**src/verilog/crc_pkg.sv**
```systemverilog
`default_nettype none

package crc_pkg;

  // Size of the data word written to ADDR_DATA
  typedef logic [1:0] size_t;

  localparam size_t SIZE_BYTE = 2'b00;
  localparam size_t SIZE_HALF = 2'b01;
  // Code 2'b11 is handled as a full word as well
  localparam size_t SIZE_WORD = 2'b10;

  // Host register map
  localparam logic [1:0] ADDR_DATA = 2'b00;
  localparam logic [1:0] ADDR_CTRL = 2'b01;
  localparam logic [1:0] ADDR_INIT = 2'b10;
  localparam logic [1:0] ADDR_CRC  = 2'b11;

  // CRC-32 generator, MSB first
  localparam logic [31:0] CRC_POLY       = 32'h04C1_1DB7;
  localparam logic [31:0] CRC_INIT_RESET = 32'hFFFF_FFFF;

  // Field layout of a CTRL write
  typedef struct packed {
    logic [26:0] reserved_hi;
    logic        reset_chain;
    logic [1:0]  reserved_lo;
    size_t       size;
  } ctrl_word_t;

  // Host word, read as data bytes or as control fields depending on the address
  typedef union packed {
    logic [3:0][7:0] data_bytes;
    ctrl_word_t      ctrl;
  } host_word_u;

endpackage

`default_nettype wire

```
**src/verilog/crc_control_unit.sv**
```systemverilog
`timescale 1ns/10ps
`default_nettype none

module crc_control_unit
(
  input  wire                 clk,
  input  wire                 rst_n,
  input  wire crc_pkg::size_t size_in,
  input  wire                 write,
  input  wire                 reset_chain,
  output logic [1:0]          byte_sel,
  output logic                bypass_byte0,
  output logic                buffer_full,
  output logic                read_wait,
  output logic                bypass_size,
  output logic                set_crc_init_sel,
  output logic                clear_crc_init_sel,
  output logic                crc_out_en,
  output logic                byte_en,
  output logic                reset_pending
);

  import crc_pkg::*;

  // Buffer occupancy
  typedef enum logic [1:0] {
    FILL_EMPTY,
    FILL_ONE,
    FILL_TWO,
    FILL_BYPASS
  } fill_state_t;

  // Idle sits above the byte lanes so the low bits give byte_sel directly
  typedef enum logic [2:0] {
    BYTE_0    = 3'b000,
    BYTE_1    = 3'b001,
    BYTE_2    = 3'b010,
    BYTE_3    = 3'b011,
    BYTE_IDLE = 3'b100
  } byte_state_t;

  typedef enum logic [2:0] {
    CHAIN_RUN,
    CHAIN_ARMED,
    CHAIN_WAIT,
    CHAIN_WRITE,
    CHAIN_REARM
  } chain_state_t;

  fill_state_t  fill_q;
  fill_state_t  fill_d;
  byte_state_t  byte_q;
  byte_state_t  byte_d;
  byte_state_t  word_end;
  chain_state_t chain_q;
  chain_state_t chain_d;
  logic         last_byte;
  logic         has_data;
  logic         next_word;
  logic         busy;

  always_ff @(posedge clk)
  begin
    if (!rst_n)
    begin
      fill_q  <= FILL_EMPTY;
      byte_q  <= BYTE_IDLE;
      chain_q <= CHAIN_RUN;
    end
    else
    begin
      fill_q  <= fill_d;
      byte_q  <= byte_d;
      chain_q <= chain_d;
    end
  end

  // Final byte of the current word for its size
  always_comb
  begin
    case (size_in)
      SIZE_BYTE: last_byte = (byte_q == BYTE_0);
      SIZE_HALF: last_byte = (byte_q == BYTE_1);
      default:   last_byte = (byte_q == BYTE_3);
    endcase
  end

  assign busy      = (byte_q != BYTE_IDLE);
  assign has_data  = (fill_q == FILL_TWO) || (fill_q == FILL_BYPASS);
  // Another word can start right after this one, with no idle cycle
  assign next_word = has_data || (write && !buffer_full);
  assign word_end  = next_word ? BYTE_0 : BYTE_IDLE;

  always_comb
  begin
    fill_d = fill_q;
    case (fill_q)
      FILL_EMPTY:
        if (write)
          fill_d = FILL_ONE;
      FILL_ONE:
        if (last_byte && !write)
          fill_d = FILL_EMPTY;
        else if (!last_byte && write)
          fill_d = FILL_TWO;
      FILL_TWO:
        if (last_byte)
          fill_d = write ? FILL_BYPASS : FILL_ONE;
      default:
        if (last_byte && !write)
          fill_d = FILL_ONE;
    endcase
  end

  always_comb
  begin
    byte_d = byte_q;
    case (byte_q)
      BYTE_IDLE:
        if (write)
          byte_d = BYTE_0;
      BYTE_0:  byte_d = last_byte ? word_end : BYTE_1;
      BYTE_1:  byte_d = last_byte ? word_end : BYTE_2;
      BYTE_2:  byte_d = BYTE_3;
      BYTE_3:  byte_d = word_end;
      default: byte_d = BYTE_IDLE;
    endcase
  end

  // A chain reset lands at the end of the last word written before the request
  always_comb
  begin
    chain_d = chain_q;
    case (chain_q)
      CHAIN_RUN:
        if (reset_chain && has_data)
          chain_d = last_byte ? CHAIN_ARMED : CHAIN_WAIT;
        else if (reset_chain && busy && !last_byte)
          chain_d = CHAIN_ARMED;
      CHAIN_ARMED:
        if (last_byte)
          chain_d = CHAIN_RUN;
        else if (write)
          chain_d = CHAIN_WRITE;
      CHAIN_WAIT:
        if (last_byte)
          chain_d = write ? CHAIN_WRITE : CHAIN_ARMED;
      CHAIN_WRITE:
        if (reset_chain)
          chain_d = last_byte ? CHAIN_ARMED : CHAIN_REARM;
        else if (last_byte)
          chain_d = CHAIN_RUN;
      default:
        if (last_byte)
          chain_d = write ? CHAIN_WRITE : CHAIN_ARMED;
    endcase
  end

  assign byte_sel     = byte_q[1:0];
  assign read_wait    = busy;
  assign crc_out_en   = busy;
  assign buffer_full  = has_data && !last_byte;

  // Byte 0 comes from the incoming entry unless a newer word already sits there
  assign bypass_byte0 = (fill_q != FILL_BYPASS);
  assign bypass_size  = (fill_q != FILL_BYPASS) && (byte_q == BYTE_0);

  // Move the word forward so the incoming entry is free for the next write
  assign byte_en = (byte_q == BYTE_0 && size_in != SIZE_BYTE && fill_q != FILL_BYPASS) ||
                   (last_byte && has_data);

  assign set_crc_init_sel = (byte_q == BYTE_0);

  assign clear_crc_init_sel =
    (reset_chain && !busy) ||
    (reset_chain && chain_q == CHAIN_RUN && last_byte && !has_data) ||
    (last_byte && (chain_q == CHAIN_ARMED || chain_q == CHAIN_WRITE ||
                   chain_q == CHAIN_REARM));

  assign reset_pending = (chain_q != CHAIN_RUN);

endmodule

`default_nettype wire

```
**src/verilog/crc_engine.sv**
```systemverilog
`timescale 1ns/10ps
`default_nettype none

module crc_engine
(
  input  wire         clk,
  input  wire         rst_n,
  input  wire  [7:0]  crc_byte,
  input  wire  [31:0] init_value,
  input  wire         set_crc_init_sel,
  input  wire         clear_crc_init_sel,
  input  wire         crc_out_en,
  output logic [31:0] crc_out
);

  import crc_pkg::*;

  logic        chain_sel;
  logic [31:0] crc_start;
  logic [31:0] crc_next;

  // Chain select, clear wins over set
  always_ff @(posedge clk)
  begin
    if (!rst_n)
      chain_sel <= 1'b0;
    else if (clear_crc_init_sel)
      chain_sel <= 1'b0;
    else if (set_crc_init_sel)
      chain_sel <= 1'b1;
  end

  assign crc_start = chain_sel ? crc_out : init_value;

  // Eight shift steps, data MSB first
  always_comb
  begin
    crc_next = crc_start;
    for (int i = 7; i >= 0; i--)
    begin
      if (crc_next[31] ^ crc_byte[i])
        crc_next = {crc_next[30:0], 1'b0} ^ CRC_POLY;
      else
        crc_next = {crc_next[30:0], 1'b0};
    end
  end

  always_ff @(posedge clk)
  begin
    if (!rst_n)
      crc_out <= '0;
    else if (crc_out_en)
      crc_out <= crc_next;
  end

endmodule

`default_nettype wire

```
**src/verilog/crc_host_port.sv**
```systemverilog
`timescale 1ns/10ps
`default_nettype none

module crc_host_port
(
  input  wire                 clk,
  input  wire                 rst_n,
  input  wire                 req,
  input  wire                 we,
  input  wire  [1:0]          addr,
  input  wire  [31:0]         wdata,
  output logic                ack,
  output logic [31:0]         rdata,
  input  wire                 buffer_full,
  input  wire                 read_wait,
  input  wire  [31:0]         crc_out,
  output logic                write,
  output crc_pkg::size_t      size_in,
  output logic                reset_chain,
  output logic [31:0]         data_word,
  output logic [31:0]         init_value
);

  import crc_pkg::*;

  host_word_u  host_word;
  host_word_u  ctrl_view;
  logic        access;
  logic        data_wr;
  logic        ctrl_wr;
  logic        init_wr;
  logic        crc_rd;
  logic        access_done;
  size_t       size_q;
  logic [31:0] init_q;

  assign host_word = wdata;

  // Request seen but not yet acknowledged
  assign access  = req && !ack;
  assign data_wr = we && (addr == ADDR_DATA);
  assign ctrl_wr = we && (addr == ADDR_CTRL);
  assign init_wr = we && (addr == ADDR_INIT);
  assign crc_rd  = !we && (addr == ADDR_CRC);

  // Data writes wait for buffer room, CRC reads wait for the last byte
  always_comb
  begin
    if (data_wr)
      access_done = !buffer_full;
    else if (crc_rd)
      access_done = !read_wait;
    else
      access_done = 1'b1;
  end

  assign write       = access && data_wr && !buffer_full;
  assign reset_chain = access && ctrl_wr && host_word.ctrl.reset_chain;
  assign data_word   = host_word.data_bytes;
  assign size_in     = size_q;
  assign init_value  = init_q;

  always_ff @(posedge clk)
  begin
    if (!rst_n)
    begin
      ack    <= 1'b0;
      size_q <= SIZE_WORD;
      init_q <= CRC_INIT_RESET;
    end
    else
    begin
      // Ack holds while req is high and falls the cycle after req drops
      if (ack)
        ack <= req;
      else
        ack <= req && access_done;
      if (access && ctrl_wr)
        size_q <= host_word.ctrl.size;
      if (access && init_wr)
        init_q <= wdata;
    end
  end

  always_comb
  begin
    ctrl_view = '0;
    ctrl_view.ctrl.size = size_q;
    case (addr)
      ADDR_CTRL: rdata = ctrl_view;
      ADDR_INIT: rdata = init_q;
      ADDR_CRC:  rdata = crc_out;
      default:   rdata = '0;
    endcase
  end

endmodule

`default_nettype wire

```
**src/verilog/crc_input_buffer.sv**
```systemverilog
`timescale 1ns/10ps
`default_nettype none

module crc_input_buffer
(
  input  wire                 clk,
  input  wire                 rst_n,
  input  wire                 write,
  input  wire  [31:0]         data_word,
  input  wire crc_pkg::size_t size_in,
  input  wire  [1:0]          byte_sel,
  input  wire                 bypass_byte0,
  input  wire                 bypass_size,
  input  wire                 byte_en,
  output logic [7:0]          crc_byte
);

  import crc_pkg::*;

  // Entry 0 feeds the engine, entry 1 takes host writes
  logic [3:0][7:0] entry0_data;
  logic [3:0][7:0] entry1_data;
  size_t           entry0_size;
  size_t           entry1_size;
  size_t           cur_size;
  logic [7:0]      lane;
  logic            lane_ok;

  always_ff @(posedge clk)
  begin
    if (write)
      entry1_data <= data_word;
    if (byte_en)
      entry0_data <= entry1_data;
  end

  always_ff @(posedge clk)
  begin
    if (!rst_n)
    begin
      entry0_size <= SIZE_WORD;
      entry1_size <= SIZE_WORD;
    end
    else
    begin
      if (write)
        entry1_size <= size_in;
      if (byte_en)
        entry0_size <= entry1_size;
    end
  end

  always_comb
  begin
    if (byte_sel == 2'd0)
      lane = bypass_byte0 ? entry1_data[0] : entry0_data[0];
    else
      lane = entry0_data[byte_sel];
  end

  assign cur_size = bypass_size ? entry1_size : entry0_size;

  // Lanes beyond the word's size read as zero
  always_comb
  begin
    case (cur_size)
      SIZE_BYTE: lane_ok = (byte_sel == 2'd0);
      SIZE_HALF: lane_ok = !byte_sel[1];
      default:   lane_ok = 1'b1;
    endcase
  end

  assign crc_byte = lane_ok ? lane : 8'h00;

endmodule

`default_nettype wire

```
**src/verilog/crc_top.sv**
```systemverilog
`timescale 1ns/10ps
`default_nettype none

module crc_top
(
  input  wire         clk,
  input  wire         rst_n,
  input  wire         req,
  input  wire         we,
  input  wire  [1:0]  addr,
  input  wire  [31:0] wdata,
  output logic        ack,
  output logic [31:0] rdata
);

  import crc_pkg::*;

  logic        write;
  size_t       size_in;
  logic        reset_chain;
  logic [31:0] data_word;
  logic [31:0] init_value;
  logic [31:0] crc_out;
  logic        buffer_full;
  logic        read_wait;
  logic [1:0]  byte_sel;
  logic        bypass_byte0;
  logic        bypass_size;
  logic        byte_en;
  logic        set_crc_init_sel;
  logic        clear_crc_init_sel;
  logic        crc_out_en;
  logic [7:0]  crc_byte;

  crc_host_port u_host_port
  (
    .clk         (clk),
    .rst_n       (rst_n),
    .req         (req),
    .we          (we),
    .addr        (addr),
    .wdata       (wdata),
    .ack         (ack),
    .rdata       (rdata),
    .buffer_full (buffer_full),
    .read_wait   (read_wait),
    .crc_out     (crc_out),
    .write       (write),
    .size_in     (size_in),
    .reset_chain (reset_chain),
    .data_word   (data_word),
    .init_value  (init_value)
  );

  crc_control_unit u_control_unit
  (
    .clk                (clk),
    .rst_n              (rst_n),
    .size_in            (size_in),
    .write              (write),
    .reset_chain        (reset_chain),
    .byte_sel           (byte_sel),
    .bypass_byte0       (bypass_byte0),
    .buffer_full        (buffer_full),
    .read_wait          (read_wait),
    .bypass_size        (bypass_size),
    .set_crc_init_sel   (set_crc_init_sel),
    .clear_crc_init_sel (clear_crc_init_sel),
    .crc_out_en         (crc_out_en),
    .byte_en            (byte_en),
    .reset_pending      ()
  );

  crc_input_buffer u_input_buffer
  (
    .clk          (clk),
    .rst_n        (rst_n),
    .write        (write),
    .data_word    (data_word),
    .size_in      (size_in),
    .byte_sel     (byte_sel),
    .bypass_byte0 (bypass_byte0),
    .bypass_size  (bypass_size),
    .byte_en      (byte_en),
    .crc_byte     (crc_byte)
  );

  crc_engine u_engine
  (
    .clk                (clk),
    .rst_n              (rst_n),
    .crc_byte           (crc_byte),
    .init_value         (init_value),
    .set_crc_init_sel   (set_crc_init_sel),
    .clear_crc_init_sel (clear_crc_init_sel),
    .crc_out_en         (crc_out_en),
    .crc_out            (crc_out)
  );

endmodule

`default_nettype wire
```
**config.mk**
```make
export PLATFORM = sky130hd
export DESIGN_NAME = crc_top
export DESIGN_NICKNAME = d
export VERILOG_FILES = /design/src/verilog/crc_pkg.sv /design/src/verilog/crc_control_unit.sv /design/src/verilog/crc_engine.sv /design/src/verilog/crc_host_port.sv /design/src/verilog/crc_input_buffer.sv /design/src/verilog/crc_top.sv
export SDC_FILE = /design/constraint.sdc
export NUM_CORES = 1
export LEC_CHECK = 0
export ABC_CLOCK_PERIOD_IN_PS = 4059
export BUFFER_PORTS_ARGS = -buffer_cell sky130_fd_sc_hd__buf_4
export CAP_MARGIN = 10
export CORE_UTILIZATION = 35
export CTS_CLUSTER_DIAMETER = 30
export CTS_CLUSTER_SIZE = 20
export DETAILED_ROUTE_END_ITERATION = 8
export HOLD_SLACK_MARGIN = 0.02
export PLACE_DENSITY = 0.52
export SLEW_MARGIN = 20
export SYNTH_ARGS = -nofsm -noshare
export SYNTH_HDL_FRONTEND = slang
export SYNTH_SLANG_ARGS = --single-unit
```
**constraint.sdc**
```tcl
create_clock -name clk -period 4.06 [get_ports clk]
set_input_delay 0.609 -clock clk [delete_from_list [all_inputs] [get_ports clk]]
set_output_delay 0.609 -clock clk [all_outputs]
set_load 0.03 [all_outputs]
```
Yosys cells after proc, flatten, opt, wreduce, memory -nomap -nowiden
Index checks and enable logic that the tools add are counted.

storage, ports and cells
  flip-flop bits (word level) = 144
  latch bits = 0
  memory bits (writable) = 0
  bits in read-only memories = 0
  input port bits = 38
  word-level logic and storage cells = 159
  memories = 0

operators by class
  $add $sub $neg = 0
  $mul = 0
  divide/modulo/power cells = 0
  $lt $le $gt $ge = 1
  equality and inequality tests = 24
  shift operators = 0
  mux-type cells = 44
  bitwise operators = 17
  reduce and logical (&&, ||, !) cells = 55

operators with widths
  cell                number
  $mux 27             8
  $not 14->14         8
  $pmux 32 s3         1
  $mux 3              12
  $mux 32             1
  $mux 8              4
  $logic_and 1x1->1   27
  $mux 2              9
  $bmux 8 s2          1
  $pmux 3 s5          1
  $ne 3x1->1 const B  4
  $logic_not 2->1     5
  $eq 3x2->1 const B  3
  $pmux 3 s3          1
  $eq 2x1->1 const B  4
  $eq 2x2->1 const B  4
  $logic_not 1->1     8
  $reduce_and 4->1    2
  $reduce_bool 4->1   2
  $xor 1x1->1         8
  $logic_or 1x1->1    7
  $eq 3x1->1 const B  2
  $eq 3x3->1 const B  2
  $logic_not 3->1     2
  10 further kinds    15

Logic depth before layout (Yosys ltp)
  depth in word-level cells = 22
  depth in mapped cells = 10
  depth with buffers taken out = 9

Cells and area by module
From an unflattened synthesis, not the netlist that was laid out.

second synthesis, totals
  cell total of the unflattened synthesis = 683
  area total of the unflattened synthesis = 8,311.7 um2

by module, submodules not included
  module            instances  cells an instance  area an instance (um2)  seq. area each (um2)
  crc_engine        1          219                2,646.3                 660.6
  crc_host_port     1          266                2,476.1                 700.7
  crc_input_buffer  1          106                2,471.1                 2,001.9
  crc_control_unit  1          92                 718.2                   160.2

Worst setup path after synthesis
No wires, ideal clock.

  path kind = reg2reg
  start = register u_control_unit.fill_q[0]
  end = register u_input_buffer.entry0_size[1]
  arrival time = 3,871 ps
  required time = 3,931 ps
  path slack = 60 ps
  cell stages (with the launch flop) = 6
  clock period less this slack = 4,000 ps
  cells stage by stage = dfxtp_1 -> ha_1 -> or4_1 -> o21ai_0 -> mux2i_1 -> nand2_1

on the way
  longest elaborated chain between the ends = 4

ends and longest elaborated chain
  element                 line                     text
  start, declared         crc_control_unit.sv:50   fill_state_t fill_q;
  start signal, assigned  crc_control_unit.sv:72   fill_q <= fill_d;
  $eq 2x2->1              crc_control_unit.sv:89   assign has_data = (fill_q == FILL_TWO) || (fill_q == FILL_BYPASS);
  $logic_or 1x1->1        crc_control_unit.sv:89
  $logic_and 1x1->1       crc_control_unit.sv:170  (last_byte && has_data);
  $logic_or 1x1->1 (*)    crc_control_unit.sv:169  assign byte_en = (byte_q == BYTE_0 && size_in != SIZE_BYTE && fill_q != FILL_BYPASS) ||
  via byte_en             crc_top.sv:29            logic byte_en;
  end signal, assigned    crc_input_buffer.sv:49   entry0_size <= entry1_size;
  end, declared           crc_input_buffer.sv:23   size_t entry0_size;

The timed path passes the listed nets; every way through them passes the cells marked *.
A chain may end at the register's enable or synchronous reset.

Worst setup path after layout
  start = register u_control_unit.byte_q[1]
  end = register u_engine.crc_out[8]

on the way
  longest elaborated chain between the ends = 20

ends and longest elaborated chain
  element                                        line                     text
  start, declared                                crc_control_unit.sv:52   byte_state_t byte_q;
  start signal, assigned                         crc_control_unit.sv:73   byte_q <= byte_d;
  $logic_not 3->1                                crc_control_unit.sv:166  assign bypass_size = (fill_q != FILL_BYPASS) && (byte_q == BYTE_0);
  $logic_and 1x1->1                              crc_control_unit.sv:166
  $mux 2                                         crc_input_buffer.sv:61   assign cur_size = bypass_size ? entry1_size : entry0_size;
  $eq 2x1->1 or $logic_not 2->1 (tied branches)  crc_input_buffer.sv:66   case (cur_size)
  $pmux 1 s2                                     crc_input_buffer.sv:66
  $mux 8                                         crc_input_buffer.sv:73   assign crc_byte = lane_ok ? lane : 8'h00;
  $xor 1x1->1                                    crc_engine.sv:41         if (crc_next[31] ^ crc_byte[i])
  $mux 27                                        crc_engine.sv:41
  [3 not listed]                                 --
  $not 14->14 (no source line)                   --
  $mux 27                                        crc_engine.sv:41
  $not 14->14 (no source line)                   --
  $mux 27 (2 in series)                          crc_engine.sv:41
  $not 14->14 (no source line)                   --
  $mux 27                                        crc_engine.sv:41
  $not 14->14 (no source line)                   --
  $mux 27                                        crc_engine.sv:41
  end signal, assigned                           crc_engine.sv:53         crc_out <= crc_next;
  end, declared                                  crc_engine.sv:13         output logic [31:0] crc_out

Several ways; a longest one is shown, not always the timed one. The select of a mux whose other input is x is not followed.

==> impl_metrics.csv <==
group,metric,value,unit
run_status,status,"complete, no violations",
setup_path,cp.arrival,3.96,ns
grt,overflow,0,
setup_path,worstReg2RegEnd,"u_engine.crc_out[8]",
drt,vias_per_cell,5.25,
sta,tns,0,ns
clock_tree,cts_resized,0,
grt,grt_pass1_wl,32400,microns
synthesis,synth_flop_cell,"dfxtp_1",
synthesis,synth_top_area_cell,"edfxtp_1",
layout,layout-drive-gt1-share,18.5,%
die,io_pins,71,
clock_tree,clockRootBuffer,"clkbuf_16",
setup_path,regToRegSetupSlack,0.45,ns
clock_tree,cts_buffer_depth,2,
synthesis,avgSynthCellArea,10.5,sq um
drt,vias,5479,
pwr,pwr-share-clk,41.8,%
sta,fin_skew,0.00934,ns
place,place_ws,0.582,ns
layout,finalInstanceArea,8800,sq um
clock_tree,postCtsHoldBufs,0,
place,dp_hpwl,14800,microns
pwr,leakage,3.49,nW
synthesis,synth_area,7410,sq um
drt,firstDrtPassIters,5,
clock_tree,clk_pin_slew,0.07,ns
sta,drv_slew,0,
grt,antenna_found_initial,0,
place,port_buffers,70,
setup_path,crit_fanout,23,
die,core_area,20500,sq um
pwr,peakVddDrop,0.000239,V
setup_path,critPathLaunchType,"flop",
sta,rsz0062_at_grt,"false",
clock_tree,post_cts_buffers,0,
layout,area_growth,18.8,%
layout,fin_util,43.0,%
clock_tree,cts_tree,"yes",
synthesis,synthTopCellsByArea,"edfxtp_1, dfxtp_1, mux2i_1, nand2_1, xnor3_1",
place,placed_area,8190,sq um
die,die-area,21800,sq um
sta,post-route-min-period,3.61,ns
layout,fin_cells,1043,
sta,slew_headroom,37.0,%
worst_hold_path,holdPathStages,1,
drt,totalWireLength,20800,microns
synthesis,synth_cell_types,68,
layout,nets,803,
drt,antenna_left,0,
place,dp_cells,1011,
place,gp_congestion,0.842,
die,die_h,148,microns
synthesis,synth_edf_count,64,
sta,finalSetupViolations,0,
pwr,power.switching,1.08,mW
drt,wire_per_inst,19.9,microns
sta,max_freq,0.277,GHz
pwr,power.share.sequential,41.2,%
pwr,p_int,2.84,mW
synthesis,ys_warn_count,0,
synthesis,syn-num-nets,748,
run,cap_violations,0,
worst_hold_path,hp-start,"wdata[15]",
worst_hold_path,hold-path-endpoint,"u_input_buffer.entry1_data[15]",
setup_path,r2r-start,"u_control_unit.byte_q[1]",
setup_path,worst_ep_required_time,4.41,ns
synthesis,yosysSeqAreaShare,47.6,%
pwr,switching_share,27.6,%
clock_tree,clkSinkCount,144,
setup_path,worstSetupPathType,"flop to flop",
synthesis,syn_inst,705,
sta,worst_slack,0.454,ns
synthesis,synth_top_area_share,25.9,%
layout,antennaDiodeCount,0,
grt,grt_start_max_net_pins,55,
sta,worstMarginPinSlew,0.944,ns
drt,drc_errors,0,
pwr,powerDensity,445,nW/um^2
setup_path,ff2ff_path_depth,7,
die,die_w,148,microns
clock_tree,cts_buffers,17,
pwr,pwr-share-comb,16.9,%
drt,drt-initial-drc-count,348,
grt,grt_pass1_vias,5554,
die,initial_utilization,36.2,%
grt,grt_use_total,19.9,%
synthesis,synth-seq-cells,144,
sta,hold_violations,0,
die,std_cell_rows,52,
synthesis,synth_async_sr_flop_share,0,%
worst_hold_path,hold_class,"input port to flop",
clock_tree,htree_num_levels,4,
clock_tree,insertion_delay,0.43,ns
setup_path,cp-end-kind,"flop",
sta,finalCritPeriodShare,88.8,%
## per-stage QoR
| step | hold slack [ns] | power (mW) |
|---|---|---|
| 2_1_floorplan | 0.400 | 2.12 |
| 3_3_place_gp | 0.402 | 2.30 |
| 3_5_place_dp | 0.406 | 2.31 |
| 4_1_cts | 0.346 | 3.95 |
| 5_1_grt | 0.346 | 4.05 |
| 6_report | 0.364 | 3.92 |
## layout make-up
cell class	count	area (sq um)
clock buffer	19	454
clock inverter	13	161
fill	1997	11700
inverter	9	33.8
multi-input combinational	510	3690
sequential	144	3520
tap	270	338
timing repair buffer	78	598
## worst max-delay path, stage by stage (launching register included)
cell and delay (ns):
dfxtp_1 0.94, or2_1 0.62, o21ai_0 0.24, o211ai_2 0.55
xor2_1 0.16, xnor2_1 0.38, xnor3_1 0.49, a21oi_1 0.14
## power groups by stage
stage               clock (mW)  combinational [mW]  sequential, mW
floorplan                    0               0.502            1.61
global placement             0               0.655            1.64
detailed placement           0               0.663            1.65
CTS                       1.66               0.669            1.61
global route              1.72               0.716            1.62
finish                    1.64               0.664            1.61
## Yosys cell counts (3+ instances only)
cell type  number
a211oi_1       14
a21oi_1        22
a221o_1         5
a22o_1          3
a22oi_1         5
and3_1          3
buf_2           6
buf_4           3
clkbuf_1       31
dfxtp_1        80
edfxtp_1       64
ha_1            5
inv_1           8
mux2_2         10
mux2i_1        78
nand2_1       107
nand2b_1        3
nand3_1        48
nor2_1         37
nor2b_1        32
nor3_1          8
o21ai_0        18
o21ai_1         3
o21bai_1        3
or3_1           3
xnor2_1        23
xnor2_2         3
xnor3_1        12
xor2_1         15
## cells by family (layout without fill, tap and decap cells)
group	after synthesis	count (layout)	share of synthesized area, %
AO/OA/AOI/OAI	100	100	9.90
AND/OR/NAND/NOR	259	259	16.6
buffers and inverters	51	119	2.84
multiplexers	89	89	12.2
adder cells (fa/ha/maj)	5	5	0.844
flip-flops	144	144	47.6
XOR/XNOR	57	57	10.1
## cells in the final DEF, fill, tap and decap left out, types with 5 or more instances in the layout
cell       instances
nand3_1           48
xnor3_1           12
nor3_1             8
buf_4             77
a221o_1            5
inv_6              6
a21oi_1           22
nor2_1            37
ha_1               5
edfxtp_1          64
a22oi_1            5
xor2_1            15
a211oi_1          14
clkbuf_16         18
inv_1              8
mux2i_1           78
xnor2_1           23
o21ai_0           17
nand2_1          107
mux2_2            10
nor2b_1           32
dfxtp_1           79
## worst max-delay path by stage
stage                        startpoint                             to  slack (ns)
4_1_cts        u_control_unit.byte_q[1]            u_engine.crc_out[8]        0.47
3_5_place_dp   u_control_unit.byte_q[1]            u_engine.crc_out[8]        0.58
6_report       u_control_unit.byte_q[1]            u_engine.crc_out[8]        0.45
3_3_place_gp   u_control_unit.byte_q[1]           u_engine.crc_out[11]        0.74
2_1_floorplan  u_control_unit.fill_q[0]  u_input_buffer.entry0_size[1]        0.06
5_1_grt        u_control_unit.byte_q[1]            u_engine.crc_out[8]        0.20
## metal layers
metal	up-vias	GRT usage, %	part of all wire [%]
met4	0	6.96	1.8
met2	122	32.2	48
met5	-	0	0
met3	24	3.52	3.9
li1	2623	-	-
met1	2710	26.6	47
## registers in the layout (all words and copies together), names as in the netlist
name and count:
u_control_unit.byte_q 3, u_control_unit.chain_q 3, u_control_unit.fill_q 2, u_engine.chain_sel 1, u_engine.crc_out 32, u_host_port.ack 1
u_host_port.init_value 32, u_host_port.size_in 2, u_input_buffer.entry0_data 32, u_input_buffer.entry0_size 2, u_input_buffer.entry1_data 32, u_input_buffer.entry1_size 2
Note: power is estimated with default switching activity, not from simulation.
